--- src/common/uart_axil_pkg.sv ---
`default_nettype none

package uart_axil_pkg;

    // Frame format and timebase
    localparam int DATA_BITS     = 8;  // LSB first
    localparam int STOP_BITS     = 2;
    localparam int OVERSAMPLE    = 16;
    localparam int CLKS_PER_TICK = 4;  // 64 cycles per bit

    typedef logic [DATA_BITS-1:0]          data_t;
    typedef logic [3:0]                    axil_addr_t;
    typedef logic [31:0]                   axil_data_t;
    typedef logic [$clog2(OVERSAMPLE)-1:0] tick_cnt_t;
    typedef logic [2:0]                    bit_cnt_t;

    typedef enum logic [1:0] {RX_IDLE, RX_START, RX_DATA, RX_STOP} rx_state_t;
    typedef enum logic [1:0] {TX_IDLE, TX_START, TX_DATA, TX_STOP} tx_state_t;

    // Register map
    localparam axil_addr_t REG_TXDATA = 4'h0;
    localparam axil_addr_t REG_RXDATA = 4'h4;
    localparam axil_addr_t REG_STATUS = 4'h8;

    // STATUS bit positions
    localparam int STAT_RX_VALID  = 0;
    localparam int STAT_TX_BUSY   = 1;
    localparam int STAT_OVERRUN   = 2;
    localparam int STAT_FRAME_ERR = 3;

    localparam logic [1:0] RESP_OKAY   = 2'b00;
    localparam logic [1:0] RESP_SLVERR = 2'b10;

endpackage

`default_nettype wire

--- src/serial/baud_tick_gen.sv ---
`default_nettype none

module baud_tick_gen (
    input  logic i_rate,
    input  logic i_reset,
    output logic o_tick
);

    import uart_axil_pkg::*;

    logic [$clog2(CLKS_PER_TICK)-1:0] div_cnt;

    // Down-counter, one tick per wrap
    always_ff @(posedge i_rate) begin
        if (!i_reset) begin
            div_cnt <= ($clog2(CLKS_PER_TICK))'(CLKS_PER_TICK - 1);
            o_tick  <= 1'b0;
        end else begin
            if (div_cnt == '0) begin
                div_cnt <= ($clog2(CLKS_PER_TICK))'(CLKS_PER_TICK - 1);
                o_tick  <= 1'b1;
            end else begin
                div_cnt <= div_cnt - 1'b1;
                o_tick  <= 1'b0;
            end
        end
    end

endmodule

`default_nettype wire

--- src/serial/uart_rx.sv ---
`default_nettype none

module uart_rx (
    input  logic                i_rate,
    input  logic                i_reset,
    input  logic                i_tick,
    input  logic                i_rx,
    output logic                o_rx_valid,
    output logic                o_rx_frame_err,
    output uart_axil_pkg::data_t o_rx_data
);

    import uart_axil_pkg::*;

    rx_state_t state;
    tick_cnt_t tick_cnt;
    bit_cnt_t  bit_cnt;
    data_t     shift_q;
    logic      rx_meta;
    logic      rx_sync;
    logic      stop_ok;  // All stop bits high so far

    always_ff @(posedge i_rate) begin
        if (!i_reset) begin
            rx_meta <= 1'b1;
            rx_sync <= 1'b1;
        end else begin
            rx_meta <= i_rx;
            rx_sync <= rx_meta;
        end
    end

    always_ff @(posedge i_rate) begin
        if (!i_reset) begin
            state          <= RX_IDLE;
            tick_cnt       <= '0;
            bit_cnt        <= '0;
            stop_ok        <= 1'b1;
            o_rx_valid     <= 1'b0;
            o_rx_frame_err <= 1'b0;
        end else begin
            o_rx_valid     <= 1'b0;
            o_rx_frame_err <= 1'b0;
            case (state)
                RX_IDLE: begin
                    tick_cnt <= '0;
                    bit_cnt  <= '0;
                    if (!rx_sync) state <= RX_START;
                end
                RX_START: if (i_tick) begin
                    if (tick_cnt == tick_cnt_t'(OVERSAMPLE / 2 - 1)) begin
                        tick_cnt <= '0;
                        state    <= rx_sync ? RX_IDLE : RX_DATA;  // High again is a glitch
                    end else begin
                        tick_cnt <= tick_cnt + 1'b1;
                    end
                end
                RX_DATA: if (i_tick) begin
                    tick_cnt <= tick_cnt + 1'b1;
                    if (tick_cnt == tick_cnt_t'(OVERSAMPLE - 1)) begin
                        shift_q <= {rx_sync, shift_q[DATA_BITS-1:1]};
                        if (bit_cnt == bit_cnt_t'(DATA_BITS - 1)) begin
                            bit_cnt <= '0;
                            stop_ok <= 1'b1;
                            state   <= RX_STOP;
                        end else begin
                            bit_cnt <= bit_cnt + 1'b1;
                        end
                    end
                end
                RX_STOP: if (i_tick) begin
                    tick_cnt <= tick_cnt + 1'b1;
                    if (tick_cnt == tick_cnt_t'(OVERSAMPLE - 1)) begin
                        if (bit_cnt == bit_cnt_t'(STOP_BITS - 1)) begin
                            state <= RX_IDLE;
                            if (stop_ok && rx_sync) o_rx_valid <= 1'b1;
                            else                    o_rx_frame_err <= 1'b1;
                        end else begin
                            stop_ok <= stop_ok & rx_sync;
                            bit_cnt <= bit_cnt + 1'b1;
                        end
                    end
                end
                default: state <= RX_IDLE;
            endcase
        end
    end

    // Shift register alone holds the byte
    assign o_rx_data = shift_q;

endmodule

`default_nettype wire

--- src/serial/uart_tx.sv ---
`default_nettype none

module uart_tx (
    input  logic                 i_rate,
    input  logic                 i_reset,
    input  logic                 i_tick,
    input  logic                 i_tx_start,
    input  uart_axil_pkg::data_t i_tx_data,
    output logic                 o_tx,
    output logic                 o_tx_busy
);

    import uart_axil_pkg::*;

    tx_state_t state;
    tick_cnt_t tick_cnt;
    bit_cnt_t  bit_cnt;
    data_t     shift_q;

    // Each bit is driven on phase 0 and ends after phase 15
    always_ff @(posedge i_rate) begin
        if (!i_reset) begin
            state     <= TX_IDLE;
            tick_cnt  <= '0;
            bit_cnt   <= '0;
            o_tx      <= 1'b1;
            o_tx_busy <= 1'b0;
        end else begin
            case (state)
                TX_IDLE: begin
                    tick_cnt <= '0;
                    bit_cnt  <= '0;
                    o_tx     <= 1'b1;
                    if (i_tx_start) begin
                        o_tx_busy <= 1'b1;
                        state     <= TX_START;
                    end
                end
                TX_START: if (i_tick) begin
                    tick_cnt <= tick_cnt + 1'b1;
                    if (tick_cnt == '0) o_tx <= 1'b0;
                    if (tick_cnt == tick_cnt_t'(OVERSAMPLE - 1)) state <= TX_DATA;
                end
                TX_DATA: if (i_tick) begin
                    tick_cnt <= tick_cnt + 1'b1;
                    if (tick_cnt == '0) o_tx <= shift_q[0];  // LSB first
                    if (tick_cnt == tick_cnt_t'(OVERSAMPLE - 1)) begin
                        if (bit_cnt == bit_cnt_t'(DATA_BITS - 1)) begin
                            bit_cnt <= '0;
                            state   <= TX_STOP;
                        end else begin
                            bit_cnt <= bit_cnt + 1'b1;
                        end
                    end
                end
                TX_STOP: if (i_tick) begin
                    tick_cnt <= tick_cnt + 1'b1;
                    if (tick_cnt == '0) o_tx <= 1'b1;
                    if (tick_cnt == tick_cnt_t'(OVERSAMPLE - 1)) begin
                        if (bit_cnt == bit_cnt_t'(STOP_BITS - 1)) begin
                            o_tx_busy <= 1'b0;
                            state     <= TX_IDLE;
                        end else begin
                            bit_cnt <= bit_cnt + 1'b1;
                        end
                    end
                end
                default: state <= TX_IDLE;
            endcase
        end
    end

    always_ff @(posedge i_rate) begin
        if (state == TX_IDLE && i_tx_start) begin
            shift_q <= i_tx_data;
        end else if (state == TX_DATA && i_tick && tick_cnt == tick_cnt_t'(OVERSAMPLE - 1)) begin
            shift_q <= shift_q >> 1;
        end
    end

endmodule

`default_nettype wire

--- src/rtl/uart_axil_regs.sv ---
`default_nettype none

module uart_axil_regs (
    input  logic                      i_rate,
    input  logic                      i_reset,
    input  logic                      i_s_axil_awvalid,
    input  uart_axil_pkg::axil_addr_t i_s_axil_awaddr,
    input  logic                      i_s_axil_wvalid,
    input  uart_axil_pkg::axil_data_t i_s_axil_wdata,
    input  logic                      i_s_axil_bready,
    input  logic                      i_s_axil_arvalid,
    input  uart_axil_pkg::axil_addr_t i_s_axil_araddr,
    input  logic                      i_s_axil_rready,
    output logic                      o_s_axil_awready,
    output logic                      o_s_axil_wready,
    output logic                      o_s_axil_bvalid,
    output logic [1:0]                o_s_axil_bresp,
    output logic                      o_s_axil_arready,
    output logic                      o_s_axil_rvalid,
    output uart_axil_pkg::axil_data_t o_s_axil_rdata,
    output logic [1:0]                o_s_axil_rresp,
    input  logic                      i_rx_valid,
    input  logic                      i_rx_frame_err,
    input  uart_axil_pkg::data_t      i_rx_data,
    input  logic                      i_tx_busy,
    output logic                      o_tx_start,
    output uart_axil_pkg::data_t      o_tx_data
);

    import uart_axil_pkg::*;

    logic       wr_txdata;
    logic       wr_addr_ok;
    logic       wr_accept;
    logic       rd_accept;
    logic       rd_rxdata;
    logic       rd_status;
    logic       rd_addr_ok;
    logic       rx_valid_q;
    logic       overrun_q;
    logic       frame_err_q;
    data_t      rx_data_q;
    axil_data_t status_word;
    axil_data_t rd_word;

    // Write side, TXDATA stalls while the transmitter is busy
    assign wr_txdata  = (i_s_axil_awaddr == REG_TXDATA);
    assign wr_addr_ok = wr_txdata || i_s_axil_awaddr == REG_RXDATA
                        || i_s_axil_awaddr == REG_STATUS;
    assign wr_accept  = i_s_axil_awvalid && i_s_axil_wvalid && !o_s_axil_bvalid
                        && !(wr_txdata && i_tx_busy);
    assign o_s_axil_awready = wr_accept;
    assign o_s_axil_wready  = wr_accept;
    assign o_tx_start       = wr_accept && wr_txdata;
    assign o_tx_data        = i_s_axil_wdata[DATA_BITS-1:0];

    assign rd_accept        = i_s_axil_arvalid && !o_s_axil_rvalid;
    assign o_s_axil_arready = rd_accept;
    assign rd_rxdata        = rd_accept && i_s_axil_araddr == REG_RXDATA;
    assign rd_status        = rd_accept && i_s_axil_araddr == REG_STATUS;

    always_comb begin
        status_word                 = '0;
        status_word[STAT_RX_VALID]  = rx_valid_q;
        status_word[STAT_TX_BUSY]   = i_tx_busy;
        status_word[STAT_OVERRUN]   = overrun_q;
        status_word[STAT_FRAME_ERR] = frame_err_q;
    end

    always_comb begin
        rd_addr_ok = 1'b1;
        case (i_s_axil_araddr)
            REG_TXDATA: rd_word = '0;  // Write only
            REG_RXDATA: rd_word = axil_data_t'(rx_data_q);
            REG_STATUS: rd_word = status_word;
            default: begin
                rd_word    = '0;
                rd_addr_ok = 1'b0;
            end
        endcase
    end

    always_ff @(posedge i_rate) begin
        if (!i_reset) begin
            o_s_axil_bvalid <= 1'b0;
            o_s_axil_rvalid <= 1'b0;
        end else begin
            if (wr_accept)            o_s_axil_bvalid <= 1'b1;
            else if (i_s_axil_bready) o_s_axil_bvalid <= 1'b0;
            if (rd_accept)            o_s_axil_rvalid <= 1'b1;
            else if (i_s_axil_rready) o_s_axil_rvalid <= 1'b0;
        end
    end

    // Response payload, held until the next accept
    always_ff @(posedge i_rate) begin
        if (wr_accept) o_s_axil_bresp <= wr_addr_ok ? RESP_OKAY : RESP_SLVERR;
        if (rd_accept) begin
            o_s_axil_rdata <= rd_word;
            o_s_axil_rresp <= rd_addr_ok ? RESP_OKAY : RESP_SLVERR;
        end
        if (i_rx_valid) rx_data_q <= i_rx_data;  // Newest byte wins
    end

    // Sticky status, a new event beats a clearing read
    always_ff @(posedge i_rate) begin
        if (!i_reset) begin
            rx_valid_q  <= 1'b0;
            overrun_q   <= 1'b0;
            frame_err_q <= 1'b0;
        end else begin
            if (i_rx_valid)     rx_valid_q <= 1'b1;
            else if (rd_rxdata) rx_valid_q <= 1'b0;

            if (i_rx_valid && rx_valid_q && !rd_rxdata) overrun_q <= 1'b1;
            else if (rd_status)                         overrun_q <= 1'b0;

            if (i_rx_frame_err) frame_err_q <= 1'b1;
            else if (rd_status) frame_err_q <= 1'b0;
        end
    end

endmodule

`default_nettype wire

--- src/rtl/uart_axil_top.sv ---
`default_nettype none

module uart_axil_top (
    input  logic                      i_rate,
    input  logic                      i_reset,
    input  logic                      i_s_axil_awvalid,
    input  uart_axil_pkg::axil_addr_t i_s_axil_awaddr,
    input  logic                      i_s_axil_wvalid,
    input  uart_axil_pkg::axil_data_t i_s_axil_wdata,
    input  logic                      i_s_axil_bready,
    input  logic                      i_s_axil_arvalid,
    input  uart_axil_pkg::axil_addr_t i_s_axil_araddr,
    input  logic                      i_s_axil_rready,
    output logic                      o_s_axil_awready,
    output logic                      o_s_axil_wready,
    output logic                      o_s_axil_bvalid,
    output logic [1:0]                o_s_axil_bresp,
    output logic                      o_s_axil_arready,
    output logic                      o_s_axil_rvalid,
    output uart_axil_pkg::axil_data_t o_s_axil_rdata,
    output logic [1:0]                o_s_axil_rresp,
    input  logic                      i_rx,
    output logic                      o_tx
);

    import uart_axil_pkg::*;

    logic  tick;  // Shared 16x timebase
    logic  rx_valid;
    logic  rx_frame_err;
    logic  tx_start;
    logic  tx_busy;
    data_t rx_data;
    data_t tx_data;

    baud_tick_gen u_baud_tick_gen (
        .i_rate  (i_rate),
        .i_reset (i_reset),
        .o_tick  (tick)
    );

    uart_rx u_uart_rx (
        .i_rate         (i_rate),
        .i_reset        (i_reset),
        .i_tick         (tick),
        .i_rx           (i_rx),
        .o_rx_valid     (rx_valid),
        .o_rx_frame_err (rx_frame_err),
        .o_rx_data      (rx_data)
    );

    uart_tx u_uart_tx (
        .i_rate     (i_rate),
        .i_reset    (i_reset),
        .i_tick     (tick),
        .i_tx_start (tx_start),
        .i_tx_data  (tx_data),
        .o_tx       (o_tx),
        .o_tx_busy  (tx_busy)
    );

    uart_axil_regs u_uart_axil_regs (
        .i_rate           (i_rate),
        .i_reset          (i_reset),
        .i_s_axil_awvalid (i_s_axil_awvalid),
        .i_s_axil_awaddr  (i_s_axil_awaddr),
        .i_s_axil_wvalid  (i_s_axil_wvalid),
        .i_s_axil_wdata   (i_s_axil_wdata),
        .i_s_axil_bready  (i_s_axil_bready),
        .i_s_axil_arvalid (i_s_axil_arvalid),
        .i_s_axil_araddr  (i_s_axil_araddr),
        .i_s_axil_rready  (i_s_axil_rready),
        .o_s_axil_awready (o_s_axil_awready),
        .o_s_axil_wready  (o_s_axil_wready),
        .o_s_axil_bvalid  (o_s_axil_bvalid),
        .o_s_axil_bresp   (o_s_axil_bresp),
        .o_s_axil_arready (o_s_axil_arready),
        .o_s_axil_rvalid  (o_s_axil_rvalid),
        .o_s_axil_rdata   (o_s_axil_rdata),
        .o_s_axil_rresp   (o_s_axil_rresp),
        .i_rx_valid       (rx_valid),
        .i_rx_frame_err   (rx_frame_err),
        .i_rx_data        (rx_data),
        .i_tx_busy        (tx_busy),
        .o_tx_start       (tx_start),
        .o_tx_data        (tx_data)
    );

endmodule

`default_nettype wire

--- config.mk ---
export PLATFORM = sky130hd
export DESIGN_NAME = uart_axil_top
export DESIGN_NICKNAME = d
export VERILOG_FILES = /design/src/common/uart_axil_pkg.sv /design/src/serial/baud_tick_gen.sv /design/src/serial/uart_rx.sv /design/src/serial/uart_tx.sv /design/src/rtl/uart_axil_regs.sv /design/src/rtl/uart_axil_top.sv
export SDC_FILE = /design/constraint.sdc
export NUM_CORES = 1
export LEC_CHECK = 0
export ABC_AREA = 1
export BUFFER_PORTS_ARGS = -buffer_cell sky130_fd_sc_hd__buf_2
export CAP_MARGIN = 30
export CORE_UTILIZATION = 49
export DETAILED_ROUTE_END_ITERATION = 10
export PLACE_DENSITY = 0.8
export RECOVER_POWER = 100
export SKIP_CTS_REPAIR_TIMING = 1
export SLEW_MARGIN = 20
export SYNTH_ARGS = -nofsm -noshare
export SYNTH_HDL_FRONTEND = slang
export SYNTH_SLANG_ARGS = --single-unit
--- constraint.sdc ---
create_clock -name i_rate -period 3.1 [get_ports i_rate]
set_input_delay 0.62 -clock i_rate [delete_from_list [all_inputs] [get_ports i_rate]]
set_output_delay 0.62 -clock i_rate [all_outputs]
set_load 0.1 [all_outputs]
# ---- Yosys cells after proc, flatten, opt, wreduce, memory -nomap -nowiden
# Cells that the tools add are included.
dict set report word_totals {
  ff_bits 93
  in_bits 48
  output_inout_bits 42
  word_cells 203
}
dict set report classes {
  add_sub_neg 5
  n_eq_ne 42
  mux 78
  bitwise_logic 2
  n_reduce_logical 50
}
# op n
set ops {}
lappend ops {{2-bit two-way mux} 21}
lappend ops {{3-bit two-way mux} 12}
lappend ops {{2-bit by 1-bit != test with 1-bit output (second input constant)} 16}
lappend ops {{1-bit two-way mux} 29}
lappend ops {{2-bit != test (second input constant)} 9}
lappend ops {{3-bit case mux with 3 select lines} 2}
lappend ops {{6-bit AND reduction} 3}
lappend ops {{9-bit AND reduction} 2}
lappend ops {{4-bit equality test (second input constant)} 4}
lappend ops {{4-bit two-way mux} 4}
lappend ops {{8-bit two-way mux} 2}
lappend ops {{2-bit case mux with 4 select lines} 2}
lappend ops {{8-bit case mux with 2 select lines} 1}
lappend ops {{2-bit nonzero test} 8}
lappend ops {{1-bit logical AND} 14}
lappend ops {{4-bit by 3-bit equality test with 1-bit output (second input constant)} 3}
lappend ops {{4-bit logical NOT} 3}
lappend ops {{4-bit case mux with 3 select lines} 1}
lappend ops {{5-bit AND reduction} 2}
lappend ops {{4-bit by 1-bit adder with 4-bit output (second input constant)} 2}
lappend ops {{2-bit equality test (second input constant)} 4}
lappend ops {{4-bit case mux with 2 select lines} 1}
lappend ops {{7-bit AND reduction} 1}
lappend ops {{3-bit by 1-bit adder with 3-bit output (second input constant)} 2}
lappend ops {{16 further kinds} 29}

# ---- Depth between registers and ports, before layout
# Gate-level depths: netlist of the first run.
dict set report depth {
  ltp_word 7
  mapped_depth 10
  ltp_nobuf 10
}

# ---- By module
# A second synthesis of the first run with hierarchy kept.
dict set report hier_totals {
  cells_unflattened 397
  area_unflattened_um2 3565.9
}
# module instances cells_per_inst area_per_inst_um2 seq_area_each_um2
set modules_own_cells {}
lappend modules_own_cells {uart_tx 1 144 1216.2 460.4}
lappend modules_own_cells {uart_axil_regs 1 120 1203.7 640.6}
lappend modules_own_cells {uart_rx 1 122 1044.8 520.5}
lappend modules_own_cells {baud_tick_gen 1 11 101.3 60.1}

# ---- Worst setup path after synthesis of the first run
# Ideal clock, no wire load.
dict set report synth_path {
  path_type {reg2out}
  startpoint {register u_uart_axil_regs.o_s_axil_rvalid}
  endpoint {output port o_s_axil_arready}
  arrival_time_ns 2.520
  required_time_ns 2.480
  slack_ns -0.040
  stages_incl_launch_ff 2
  path_buffers 0
  cell_sequence {dfxtp_1 -> nor2_1}
}
dict set report synth_between {
  elab_chain_cells 2
}
# item line_no
set synth_rtl {}
lappend synth_rtl {{start: declaration} uart_axil_regs.sv:19} ;# output logic o_s_axil_rvalid,
lappend synth_rtl {{start signal: assignment} uart_axil_regs.sv:86} ;# o_s_axil_rvalid <= 1'b0;
lappend synth_rtl {{start signal: assignment} uart_axil_regs.sv:90} ;# if (rd_accept) o_s_axil_rvalid <= 1'b1;
lappend synth_rtl {{start signal: assignment} uart_axil_regs.sv:91} ;# else if (i_s_axil_rready) o_s_axil_rvalid <= 1'b0;
lappend synth_rtl {{1-bit logical NOT} uart_axil_regs.sv:57} ;# assign rd_accept = i_s_axil_arvalid && !o_s_axil_rvalid;
lappend synth_rtl {{1-bit logical AND} uart_axil_regs.sv:57}
lappend synth_rtl {{end: declaration} uart_axil_top.sv:18} ;# output logic o_s_axil_arready,
# Every way passes these cells.

# ---- Final worst setup path of the first run
dict set report layout_path {
  startpoint {register u_uart_tx.state[1]}
  endpoint {register u_uart_tx.shift_q[7] (enable)}
}
dict set report layout_between {
  elab_chain_cells 4
  elab_cells_between_ends 6
  classes_between {eq/ne (1); reduce/logical (5)}
}
# item line_no
set layout_rtl {}
lappend layout_rtl {{start: declaration} uart_tx.sv:15} ;# tx_state_t state;
lappend layout_rtl {{start signal: assignment} uart_tx.sv:23} ;# state <= TX_IDLE;
lappend layout_rtl {{start signal: assignment} uart_tx.sv:36} ;# state <= TX_START;
lappend layout_rtl {{start signal: assignment} uart_tx.sv:42} ;# if (tick_cnt == tick_cnt_t'(OVERSAMPLE - 1)) state <= TX_DATA;
lappend layout_rtl {{2-bit equality test} uart_tx.sv:76} ;# end else if (state == TX_DATA && i_tick && tick_cnt == tick_cnt_t'(OVERSAMPLE - 1)) begin
lappend layout_rtl {{1-bit logical AND (2 in a row)} uart_tx.sv:76}
lappend layout_rtl {{2-bit nonzero test (no line) (*)} n/a}
lappend layout_rtl {{end signal: assignment} uart_tx.sv:75} ;# shift_q <= i_tx_data;
lappend layout_rtl {{end signal: assignment} uart_tx.sv:77} ;# shift_q <= shift_q >> 1;
lappend layout_rtl {{end: declaration} uart_tx.sv:18} ;# data_t shift_q;
# Mark *: on every way between the ends. The rest lies on a longest branch, timed or not.
# A chain may end at the register's enable or synchronous reset.

==> impl_metrics.py, run 1 <==
metrics = {
    "yosys": {
        "ys_ff_latch": 67,
        "ys_types": 38,
        "synthCells": 364,
        "yosysWarnings": 0,
        "ys_seq_area_share_pct": 49.9,
        "syn_area_mm2": 0.00337,
        "avgSynthCellArea_um2": 9.25,
    },
    "detailed_routing": {
        "viasPerCell": 4.88,
        "routedWlPerCell_um": 11.2,
        "drtPass1Iterations": 7,
        "dr_total_vias": 2387,
        "wl_um": 5500,
        "drc": 10,
        "postRouteAntennaNets": 0,
        "initialDrtViolationCount": 124,
    },
    "worst_hold_path": {
        "min_path_type": "reg2reg",
        "min_from": "u_baud_tick_gen.div_cnt[0]$_SDFF_PP1_",
    },
    "worst_setup_path": {
        "critPathCaptureType": "flop",
        "worstSetupPathType": "reg2reg",
        "critPathCapture": "u_uart_tx.shift_q[7]$_SDFFCE_PN0P_",
        "r2r_cells": 4,
        "critPathLaunch": "u_uart_tx.state[1]$_SDFFE_PN0P_",
        "timing.rr.start": "u_uart_tx.state[1]$_SDFFE_PN0P_",
        "arrival_ns": 2.36,
        "rrSetupSlack_ns": 0.71,
        "required_ns": 3.07,
        "cp_max_fo": 16,
        "r2r-end": "u_uart_tx.shift_q[7]$_SDFFCE_PN0P_",
        "worstSetupStartpointType": "flop",
    },
    "die": {
        "fp.coreArea_mm2": 0.00649,
        "die_x_um": 84.9,
        "rows": 29,
        "fp.dieH_um": 84.9,
        "num_io_pins": 90,
        "dieArea_mm2": 0.00721,
        "start_util_pct": 51.9,
    },
    "cts": {
        "h-tree-depth": 3,
        "tritoncts": "yes",
        "clock_sinks": 67,
        "clkTransAtPathRegs_ns": 0.07,
        "root_buffer": "clkbuf_8",
        "cts_made_buffers": 9,
        "clockBufferDepth": 2,
        "clkLatencyLatePin_ns": 0.35,
    },
    "timing": {
        "tightest_slew_ns": 1.22,
        "fin_crit_sh_pct": 77.1,
        "setup_viol": 0,
        "slew_violations": 0,
        "finalSetupTns_ns": 0,
        "max-slew-margin-rel_pct": 18.1,
        "fmax_mhz": 418,
        "fin_worst_skew_ns": 0.00779,
        "hold_viol": 0,
        "fin_crit_ns": 2.39,
        "rsz0062_at_grt": "false",
    },
    "layout": {
        "finalNetCount": 470,
        "synthToLayoutAreaGrowth_pct": 6.17,
        "fin_util_pct": 55.1,
        "final_common_cell": "nand2_1",
        "layout-drive-gt1-share_pct": 12.6,
        "antenna_cells": 0,
        "final_cell_area_mm2": 0.00358,
        "final_cell_mix": "nand2_1 (59), inv_1 (48), nor2_1 (43)",
    },
    "grt": {
        "grt_pass1_wl_um": 9170,
        "grt_pass1_vias": 2152,
        "gr-usage-all-layers_pct": 16.3,
        "antenna_found_initial": 0,
        "overflow": 0,
        "grt_max_degree": 18,
    },
    "outcome": {
        "violations": "design-rule violations",
        "status": "finished with violations",
    },
    "place": {
        "hpwlAfterDp_um": 3830,
        "io_buffers": 39,
        "gp_congestion": 0.810,
        "placed_area_mm2": 0.00350,
    },
    "power": {
        "finalPower_w": 0.00255,
        "vdd_ir_drop_max_uv": 275,
        "p_leak_nw": 1.57,
        "power.density_mw_per_mm2": 714,
    },
    "run": {
        "cap_violations": 0,
    },
}
[synthesized netlist by cell type]
cell type	count	area share, %
o21ai_2	8	2.1
nand4_4	2	1.3
nand3b_1	1	0.22
o21ai_0	11	1.6
nor3_4	2	0.97
nand2_1	58	6.5
or2_4	1	0.26
nor2_2	3	0.56
a211oi_1	1	0.22
o32ai_1	1	0.26
a22o_1	3	0.78
nand3_1	18	2.7
inv_4	1	0.19
clkbuf_1	1	0.11
conb_1	1	0.11
edfxtp_1	34	30
or2_1	1	0.19
buf_4	28	6.2
dfxtp_1	33	20
inv_2	4	0.45
a21oi_1	23	3.4
buf_6	3	1.0
o21ai_1	4	0.59
buf_12	1	0.59
nor2_4	2	0.67
nor2_1	39	4.3
o21a_1	3	0.67
inv_1	47	5.2
nand2_2	3	0.56
or2_2	2	0.37
xor2_1	1	0.26
nand4_1	1	0.19
o21ai_4	1	0.48
nand2_4	1	0.33
nand4_2	1	0.37
buf_2	1	0.15
ha_1	15	5.6
nor3_1	4	0.59
[registers in the layout, indices dropped and copies added, names as in the netlist, 2 cells and up, named ones only]
| signal | count |
|---|---|
| u_uart_rx.o_rx_data | 8 |
| u_uart_rx.bit_cnt | 3 |
| u_uart_tx.shift_q | 8 |
| u_uart_rx.tick_cnt | 4 |
| u_uart_axil_regs.o_s_axil_rdata | 8 |
| u_baud_tick_gen.div_cnt | 2 |
| u_uart_tx.state | 2 |
| u_uart_tx.bit_cnt | 3 |
| u_uart_tx.tick_cnt | 4 |
| u_uart_axil_regs.rx_data_q | 8 |
[metrics by stage]
stage	setup WS (ns)	hold slack, ns	cells
floorplan	0.595	0.365	389
global placement	0.969	0.372	473
detailed placement	0.953	0.376	473
CTS	0.958	0.395	489
global route	0.480	0.410	489
finish	0.710	0.393	489
[layout make-up]
cell class                      instances  area [um^2]
Clock buffer                            9          124
Multi-Input combinational cell        236         1210
Tap cell                               77         96.3
Timing Repair Buffer                   41          184
Clock inverter                          7         82.6
Inverter                               52          196
Fill cell                             612         2920
Sequential cell                        67         1680
[kinds of logic after synthesis]
group,share of synthesized area [%]
AO/OA/AOI/OAI,10.1
XOR/XNOR,0.260
adder cells (fa/ha/maj),5.57
buffers and inverters,14.0
flip-flops,49.9
other,0.111
AND/OR/NAND/NOR,20.0
[critical path, cell delays in order, from the launching register on]
cell and delay [ns]:
dfxtp_1 0.37, inv_1 0.14, ha_1 0.22, nand4_1 0.54
o21ai_0 0.73
[worst min path at each step]
stage | to | slack [ns] | cells after the start
3_5_place_dp | u_baud_tick_gen.div_cnt[0]$_SDFF_PP1_ | 0.38 | 1
3_3_place_gp | u_baud_tick_gen.div_cnt[0]$_SDFF_PP1_ | 0.37 | 1
4_1_cts | u_baud_tick_gen.div_cnt[0]$_SDFF_PP1_ | 0.40 | 1
5_1_grt | u_baud_tick_gen.div_cnt[0]$_SDFF_PP1_ | 0.41 | 1
6_report | u_baud_tick_gen.div_cnt[0]$_SDFF_PP1_ | 0.39 | 1
2_1_floorplan | u_baud_tick_gen.div_cnt[0]$_SDFF_PP1_ | 0.37 | 1
[where the power goes]
part	internal [W]	leakage (nW)	switching, W	total (W)
Sequential	0.000987	0.581	0.0000506	0.00104
Clock	0.000384	0.105	0.000371	0.000755
Combinational	0.000189	0.886	0.000570	0.000759
Total	0.00156	1.57	0.000992	0.00255
[metal layers]
| layer | vias to the layer above | global-route usage, % | wire length (um) |
|---|---|---|---|
| met5 | - | 0 | 0 |
| met4 | 0 | 9.55 | 148 |
| met3 | 15 | 3.50 | 257 |
| met2 | 73 | 27.3 | 2610 |
| met1 | 1086 | 19.5 | 2490 |
| li1 | 1213 | - | - |
No activity file was read; power rests on OpenSTA's default activity.
==> inputs of run 2 (changes only) <==
--- a/config.mk
+++ b/config.mk
@@ -5,12 +5,12 @@
 export SDC_FILE = /design/constraint.sdc
 export NUM_CORES = 1
 export LEC_CHECK = 0
-export ABC_AREA = 1
+export ABC_AREA = 0
 export BUFFER_PORTS_ARGS = -buffer_cell sky130_fd_sc_hd__buf_2
 export CAP_MARGIN = 30
 export CORE_UTILIZATION = 49
 export DETAILED_ROUTE_END_ITERATION = 10
-export PLACE_DENSITY = 0.8
+export PLACE_DENSITY = 0.81
 export RECOVER_POWER = 100
 export SKIP_CTS_REPAIR_TIMING = 1
 export SLEW_MARGIN = 20
==> constraint.sdc (replaced) <==
create_clock -name i_rate -period 2.2 [get_ports i_rate]
set_input_delay 0.44 -clock i_rate [delete_from_list [all_inputs] [get_ports i_rate]]
set_output_delay 0.44 -clock i_rate [all_outputs]
set_load 0.1 [all_outputs]
==> impl_metrics.py, run 2 <==
metrics = {
    "place": {
        "dpl_worst_slack_ns": 0.0265,
        "hpwlAfterDp_um": 3590,
        "placed_area_mm2": 0.00339,
        "dp_cells": 397,
        "gp_congestion": 0.773,
        "io_buffers": 39,
    },
    "timing": {
        "max-slew-margin-rel_pct": 43.1,
        "rsz0062_at_grt": "false",
        "fin_worst_skew_ns": 0.00503,
        "hold_viol": 0,
        "layout_setup_ws_ns": 0.144,
        "fmax_mhz": 486,
        "fin_crit_ns": 2.06,
        "fin_crit_sh_pct": 93.4,
        "setup_viol": 0,
        "tightest_slew_ns": 0.853,
        "slew_violations": 0,
    },
    "worst_setup_path": {
        "worstSetupStartpointType": "flop",
        "worstSetupPathType": "reg2out",
        "timing.rr.start": "u_uart_tx.state[1]$_SDFFE_PN0P_",
        "rrSetupSlack_ns": 0.27,
        "required_ns": 1.76,
        "arrival_ns": 1.62,
        "r2r_cells": 6,
        "r2r-end": "u_uart_tx.shift_q[1]$_DFFE_PP_",
        "cp_max_fo": 4,
        "critPathCaptureType": "output pin",
    },
    "grt": {
        "antenna_found_initial": 0,
        "gr-usage-all-layers_pct": 17.1,
        "grt_max_degree": 22,
        "grt_pass1_vias": 1953,
        "grt_pass1_wl_um": 8420,
        "overflow": 0,
    },
    "die": {
        "die_x_um": 82.6,
        "fp.dieH_um": 82.6,
        "fp.coreArea_mm2": 0.00610,
        "start_util_pct": 52.2,
        "rows": 28,
        "num_io_pins": 90,
        "dieArea_mm2": 0.00682,
    },
    "yosys": {
        "synthArstFlopShare_pct": 0,
        "synth_top_area_share_pct": 32.1,
        "synth_edf_count": 34,
        "yosys-top-cells-count": "edfxtp_1 (34), dfxtp_1 (33), buf_4 (27)",
        "ys_seq_area_share_pct": 52.9,
        "synthCells": 286,
        "syn_area_mm2": 0.00318,
        "synthFlopType": "edfxtp_1",
        "ys_ff_latch": 67,
        "ys_types": 50,
        "synth_area_leaders": "edfxtp_1 (32%), dfxtp_1 (21%), buf_4 (6.4%)",
        "synth_most_common_cell": "edfxtp_1",
        "yosysWarnings": 0,
        "avgSynthCellArea_um2": 11.1,
        "synth_largest_area_cell": "edfxtp_1",
    },
    "worst_hold_path": {
        "min_path_type": "in2reg",
        "min_from": "i_rx",
        "holdPathEnd": "u_uart_rx.rx_meta$_SDFF_PN1_",
        "holdPathStages": 2,
    },
    "layout": {
        "final_cell_mix": "edfxtp_1 (34), dfxtp_1 (32), conb_1 (26)",
        "antenna_cells": 0,
        "final_common_cell": "edfxtp_1",
        "synthToLayoutAreaGrowth_pct": 11.8,
        "final_cell_area_mm2": 0.00356,
        "finalNetCount": 396,
        "layout-drive-gt1-share_pct": 18.3,
        "final_cells": 413,
        "fillers": 535,
    },
    "detailed_routing": {
        "viasPerCell": 5.07,
        "initialDrtViolationCount": 56,
        "postRouteAntennaNets": 0,
        "wl_um": 5080,
        "drc": 0,
        "routedWlPerCell_um": 12.3,
        "drtPass1Iterations": 4,
        "dr_total_vias": 2095,
    },
    "run": {
        "cap_violations": 0,
    },
    "cts": {
        "clkLatencyLatePin_ns": 0.34,
        "root_buffer": "clkbuf_8",
        "cts_made_buffers": 9,
        "tritoncts": "yes",
        "clockBufferDepth": 2,
        "clkTransAtPathRegs_ns": 0.07,
        "h-tree-depth": 3,
        "clock_sinks": 67,
    },
    "power": {
        "p_leak_nw": 1.44,
        "vdd_ir_drop_max_uv": 485,
        "power.density_mw_per_mm2": 897,
    },
    "outcome": {
        "status": "finished clean",
    },
}
run 2: cell count changes after synthesis, sizes merged, moves of 9 or more:
cell / before / now
a21oi: 23 / 14
inv: 52 / 19
nand2: 62 / 16
nand3: 18 / 6
nor2: 44 / 23
o21ai: 24 / 8
run 2: area by class of cell:
class	instances	area (um^2)	share of cell area (%)
inverter	19	71.3	2.00
multi-input combinational	191	1260	35.4
timing repair buffer	45	225	6.33
tap	75	93.8	2.64
clock inverter	7	100	2.81
clock buffer	9	124	3.48
sequential	67	1680	47.3
run 2: routing by layer:
metal / up-vias / part of all wire (%) / global-route usage, %
met5: - / 0 / 0
met4: 0 / 1.7 / 10.9
met3: 9 / 5.1 / 3.96
met2: 68 / 45 / 27.2
met1: 967 / 48 / 20.8
li1: 1051 / - / -
run 2: worst max-delay path, stage by stage, from the launching register on:
cell and delay (ns):
dfxtp_2 0.32, nand3b_1 0.25, a21oi_4 0.22, clkbuf_2 0.49
run 2: power breakdown:
group / switching, W / total [W] / internal [W]
sequential: 0.0000282 / 0.00138 / 0.00135
clock: 0.000480 / 0.00113 / 0.000645
combinational: 0.000540 / 0.000691 / 0.000151
run 2: cells by family (layout without fill, tap and decap cells):
| kind of cell | count (synthesis) | count (layout) | share of synthesized area (%) |
|---|---|---|---|
| flops | 67 | 67 | 52.9 |
| xor+xnor | 5 | 5 | 1.38 |
| mux | 13 | 13 | 5.19 |
| other cells | 1 | 26 | 0.118 |
| fa+ha+maj | 15 | 15 | 5.90 |
| simple gates | 84 | 84 | 14.5 |
| compound gates | 48 | 48 | 10.3 |
| buf+inv | 53 | 80 | 9.79 |
run 2: stage by stage:
stage	total power [W]	hold WS (ns)	setup TNS [ns]	util, %
after floorplan	0.00204	0.358	-0.0629	-
after global placement	0.00209	0.365	0	55.6
after detailed placement	0.00210	0.371	0	55.6
after CTS	0.00323	0.258	0	59.3
after global routing	0.00332	0.270	0	58.4
final	0.00319	0.277	0	58.4
run 2: worst max-delay path by stage:
stage	startpoint	endpoint	slack, ns	cells past startpoint
6_report	u_uart_axil_regs.o_s_axil_bvalid$_SDFFE_PN0P_	o_s_axil_wready	0.14	3
5_1_grt	u_uart_axil_regs.o_s_axil_bvalid$_SDFFE_PN0P_	o_s_axil_wready	0.07	3
4_1_cts	u_uart_axil_regs.o_s_axil_bvalid$_SDFFE_PN0P_	o_s_axil_wready	0.16	3
3_5_place_dp	i_s_axil_awaddr[1]	u_uart_tx.shift_q[1]$_DFFE_PP_	0.03	6
3_3_place_gp	i_s_axil_awaddr[1]	u_uart_tx.shift_q[0]$_DFFE_PP_	0.04	6
2_1_floorplan	u_uart_axil_regs.o_s_axil_bvalid$_SDFFE_PN0P_	o_s_axil_wready	-0.06	3
==> inputs of run 3 (changes only) <==
--- a/config.mk
+++ b/config.mk
@@ -5,15 +5,15 @@
 export SDC_FILE = /design/constraint.sdc
 export NUM_CORES = 1
 export LEC_CHECK = 0
-export ABC_AREA = 0
 export BUFFER_PORTS_ARGS = -buffer_cell sky130_fd_sc_hd__buf_2
 export CAP_MARGIN = 30
 export CORE_UTILIZATION = 49
 export DETAILED_ROUTE_END_ITERATION = 10
-export PLACE_DENSITY = 0.81
+export PLACE_DENSITY = 0.8
 export RECOVER_POWER = 100
 export SKIP_CTS_REPAIR_TIMING = 1
 export SLEW_MARGIN = 20
 export SYNTH_ARGS = -nofsm -noshare
 export SYNTH_HDL_FRONTEND = slang
+export SYNTH_HIERARCHICAL = 1
 export SYNTH_SLANG_ARGS = --single-unit
==> impl_metrics.py, run 3 <==
metrics = {
    "cts": {
        "clock_sinks": 67,
        "root_buffer": "clkbuf_8",
        "clkLatencyLatePin_ns": 0.34,
        "clkTransAtPathRegs_ns": 0.07,
        "h-tree-depth": 3,
        "cts_made_buffers": 9,
        "clockBufferDepth": 2,
        "tritoncts": "yes",
    },
    "grt": {
        "overflow": 0,
        "grt_pass1_wl_um": 8850,
        "grt_pass1_vias": 2069,
        "gr-usage-all-layers_pct": 15.9,
        "grt_max_degree": 35,
        "antenna_found_initial": 0,
    },
    "worst_setup_path": {
        "worst-path-buf-inv": 1,
        "required_ns": 1.76,
        "critPathCaptureType": "output pin",
        "crit_chain": "nand3b_1 > a21oi_4 > clkbuf_2",
        "crit_family": "buffers and inverters",
        "cp_max_fo": 4,
        "slowest_stage": "clkbuf_2",
        "arrival_ns": 1.57,
        "worstSetupPathType": "reg2out",
        "worstSetupStartpointType": "flop",
        "cp_slowest_stage_delay_ns": 0.48,
    },
    "detailed_routing": {
        "drc": 9,
        "drtPass1Iterations": 8,
        "postRouteAntennaNets": 0,
        "initialDrtViolationCount": 111,
        "dr_total_vias": 2164,
        "wl_um": 5280,
        "viasPerCell": 5.08,
        "routedWlPerCell_um": 12.4,
    },
    "timing": {
        "layout_setup_ws_ns": 0.187,
        "tightest_slew_ns": 0.564,
        "fmax_mhz": 497,
        "rsz0062_at_grt": "false",
        "setup_viol": 0,
        "finalSetupTns_ns": 0,
        "fin_worst_skew_ns": 0.00636,
        "hold_viol": 0,
        "fin_crit_ns": 2.01,
        "fin_crit_sh_pct": 91.5,
        "max-slew-margin-rel_pct": 62.0,
        "slew_violations": 0,
    },
    "power": {
        "swShare_pct": 34.4,
        "pwr-share-comb_pct": 23.0,
        "seq_power_share_pct": 44.2,
        "switchingPower_w": 0.00107,
        "p_leak_nw": 1.42,
        "vdd_ir_drop_max_uv": 305,
        "power.density_mw_per_mm2": 852,
        "clkPwrFrac_pct": 32.8,
        "internal_power_w": 0.00204,
    },
    "yosys": {
        "ys_seq_area_share_pct": 49.9,
        "synth_area_leaders": "edfxtp_1 (30%), dfxtp_1 (20%), buf_4 (7.8%)",
        "synthFlopType": "edfxtp_1",
        "syn_area_mm2": 0.00337,
        "synth_edf_count": 34,
        "synthCells": 301,
        "synth_top_area_share_pct": 30.3,
        "yosys-top-cells-count": "buf_4 (35), edfxtp_1 (34), dfxtp_1 (33)",
        "ys_ff_latch": 67,
        "synth_most_common_cell": "buf_4",
        "synth_largest_area_cell": "edfxtp_1",
        "synthArstFlopShare_pct": 0,
        "ys_types": 54,
        "yosysWarnings": 6,
        "avgSynthCellArea_um2": 11.2,
    },
    "layout": {
        "finalNetCount": 409,
        "synthToLayoutAreaGrowth_pct": 8.21,
        "final_common_cell": "edfxtp_1",
        "antenna_cells": 0,
        "fin_util_pct": 56.1,
        "final_cell_mix": "edfxtp_1 (34), dfxtp_1 (33), nand2_1 (29)",
        "final_cell_area_mm2": 0.00364,
        "layout-drive-gt1-share_pct": 21.2,
    },
    "die": {
        "fp.coreArea_mm2": 0.00649,
        "die_x_um": 84.9,
        "fp.dieH_um": 84.9,
        "rows": 29,
        "num_io_pins": 90,
        "start_util_pct": 51.9,
        "dieArea_mm2": 0.00721,
    },
    "place": {
        "gp_congestion": 0.773,
        "dpl_worst_slack_ns": 0.144,
        "io_buffers": 39,
        "hpwlAfterDp_um": 3710,
        "placed_area_mm2": 0.00353,
    },
    "outcome": {
        "status": "finished with violations",
        "violations": "design-rule violations",
    },
    "worst_hold_path": {
        "min_path_type": "in2reg",
    },
    "run": {
        "cap_violations": 0,
    },
}
-- run 3: power groups by stage --
stage | combinational (W) | sequential (W) | clock (W)
finish | 0.000715 | 0.00137 | 0.00102
global route | 0.000757 | 0.00138 | 0.00110
CTS | 0.000738 | 0.00137 | 0.00105
detailed placement | 0.000731 | 0.00140 | 0
global placement | 0.000719 | 0.00140 | 0
floorplan | 0.000539 | 0.00154 | 0
-- run 3: per-stage QoR --
stage	total power, W	std cells	hold WS [ns]
2_1_floorplan	0.00208	326	0.383
3_3_place_gp	0.00212	410	0.392
3_5_place_dp	0.00213	410	0.394
4_1_cts	0.00316	426	0.264
5_1_grt	0.00324	426	0.272
6_report	0.00311	426	0.280
-- run 3: worst paths after layout --
kind / endpoint / slack [ns] / cells after the start / startpoint
hold / removal: u_uart_rx/rx_meta$_SDFF_PN1_ / 0.28 / 2 / i_rx
hold reg to reg: u_baud_tick_gen/div_cnt[0]$_SDFF_PP1_ / 0.41 / 1 / u_baud_tick_gen/div_cnt[0]$_SDFF_PP1_
setup / recovery: o_s_axil_wready / 0.19 / 3 / u_uart_axil_regs/o_s_axil_bvalid$_SDFFE_PN0P_
setup reg to reg: u_uart_tx/state[1]$_SDFFE_PN0P_ / 0.27 / 6 / u_uart_tx/state[0]$_SDFFE_PN0P_
-- run 3: layout make-up --
type,count,area (um^2)
inverter,10,37.5
sequential,67,1680
clock buffer,9,124
timing repair buffer,50,244
fill,562,2850
multi-input combinational,206,1380
tap,77,96.3
clock inverter,7,77.6
-- run 3: routing by layer --
metal | vias up | track usage, % | wire length [um]
li1 | 1087 | - | -
met1 | 992 | 17.8 | 2350
met2 | 75 | 27.1 | 2550
met3 | 10 | 3.60 | 256
met4 | 0 | 10.9 | 120
met5 | - | 0 | 0
-- run 3: kinds of logic after synthesis --
group | share of synthesized area [%]
AND/OR/NAND/NOR | 18.1
flip-flops | 49.9
buffers and inverters | 10.8
AO/OA/AOI/OAI | 8.99
adder cells (fa/ha/maj) | 6.31
multiplexers | 4.72
XOR/XNOR | 1.04
other | 0.111
-- run 3: worst register-to-register path: stages, from the launching register on --
cell and delay, ns:
dfxtp_1 0.44, inv_1 0.12, ha_1 0.32, nor3_1 0.28, o22ai_1 0.17, a2111oi_4 0.30, mux2i_1 0.23
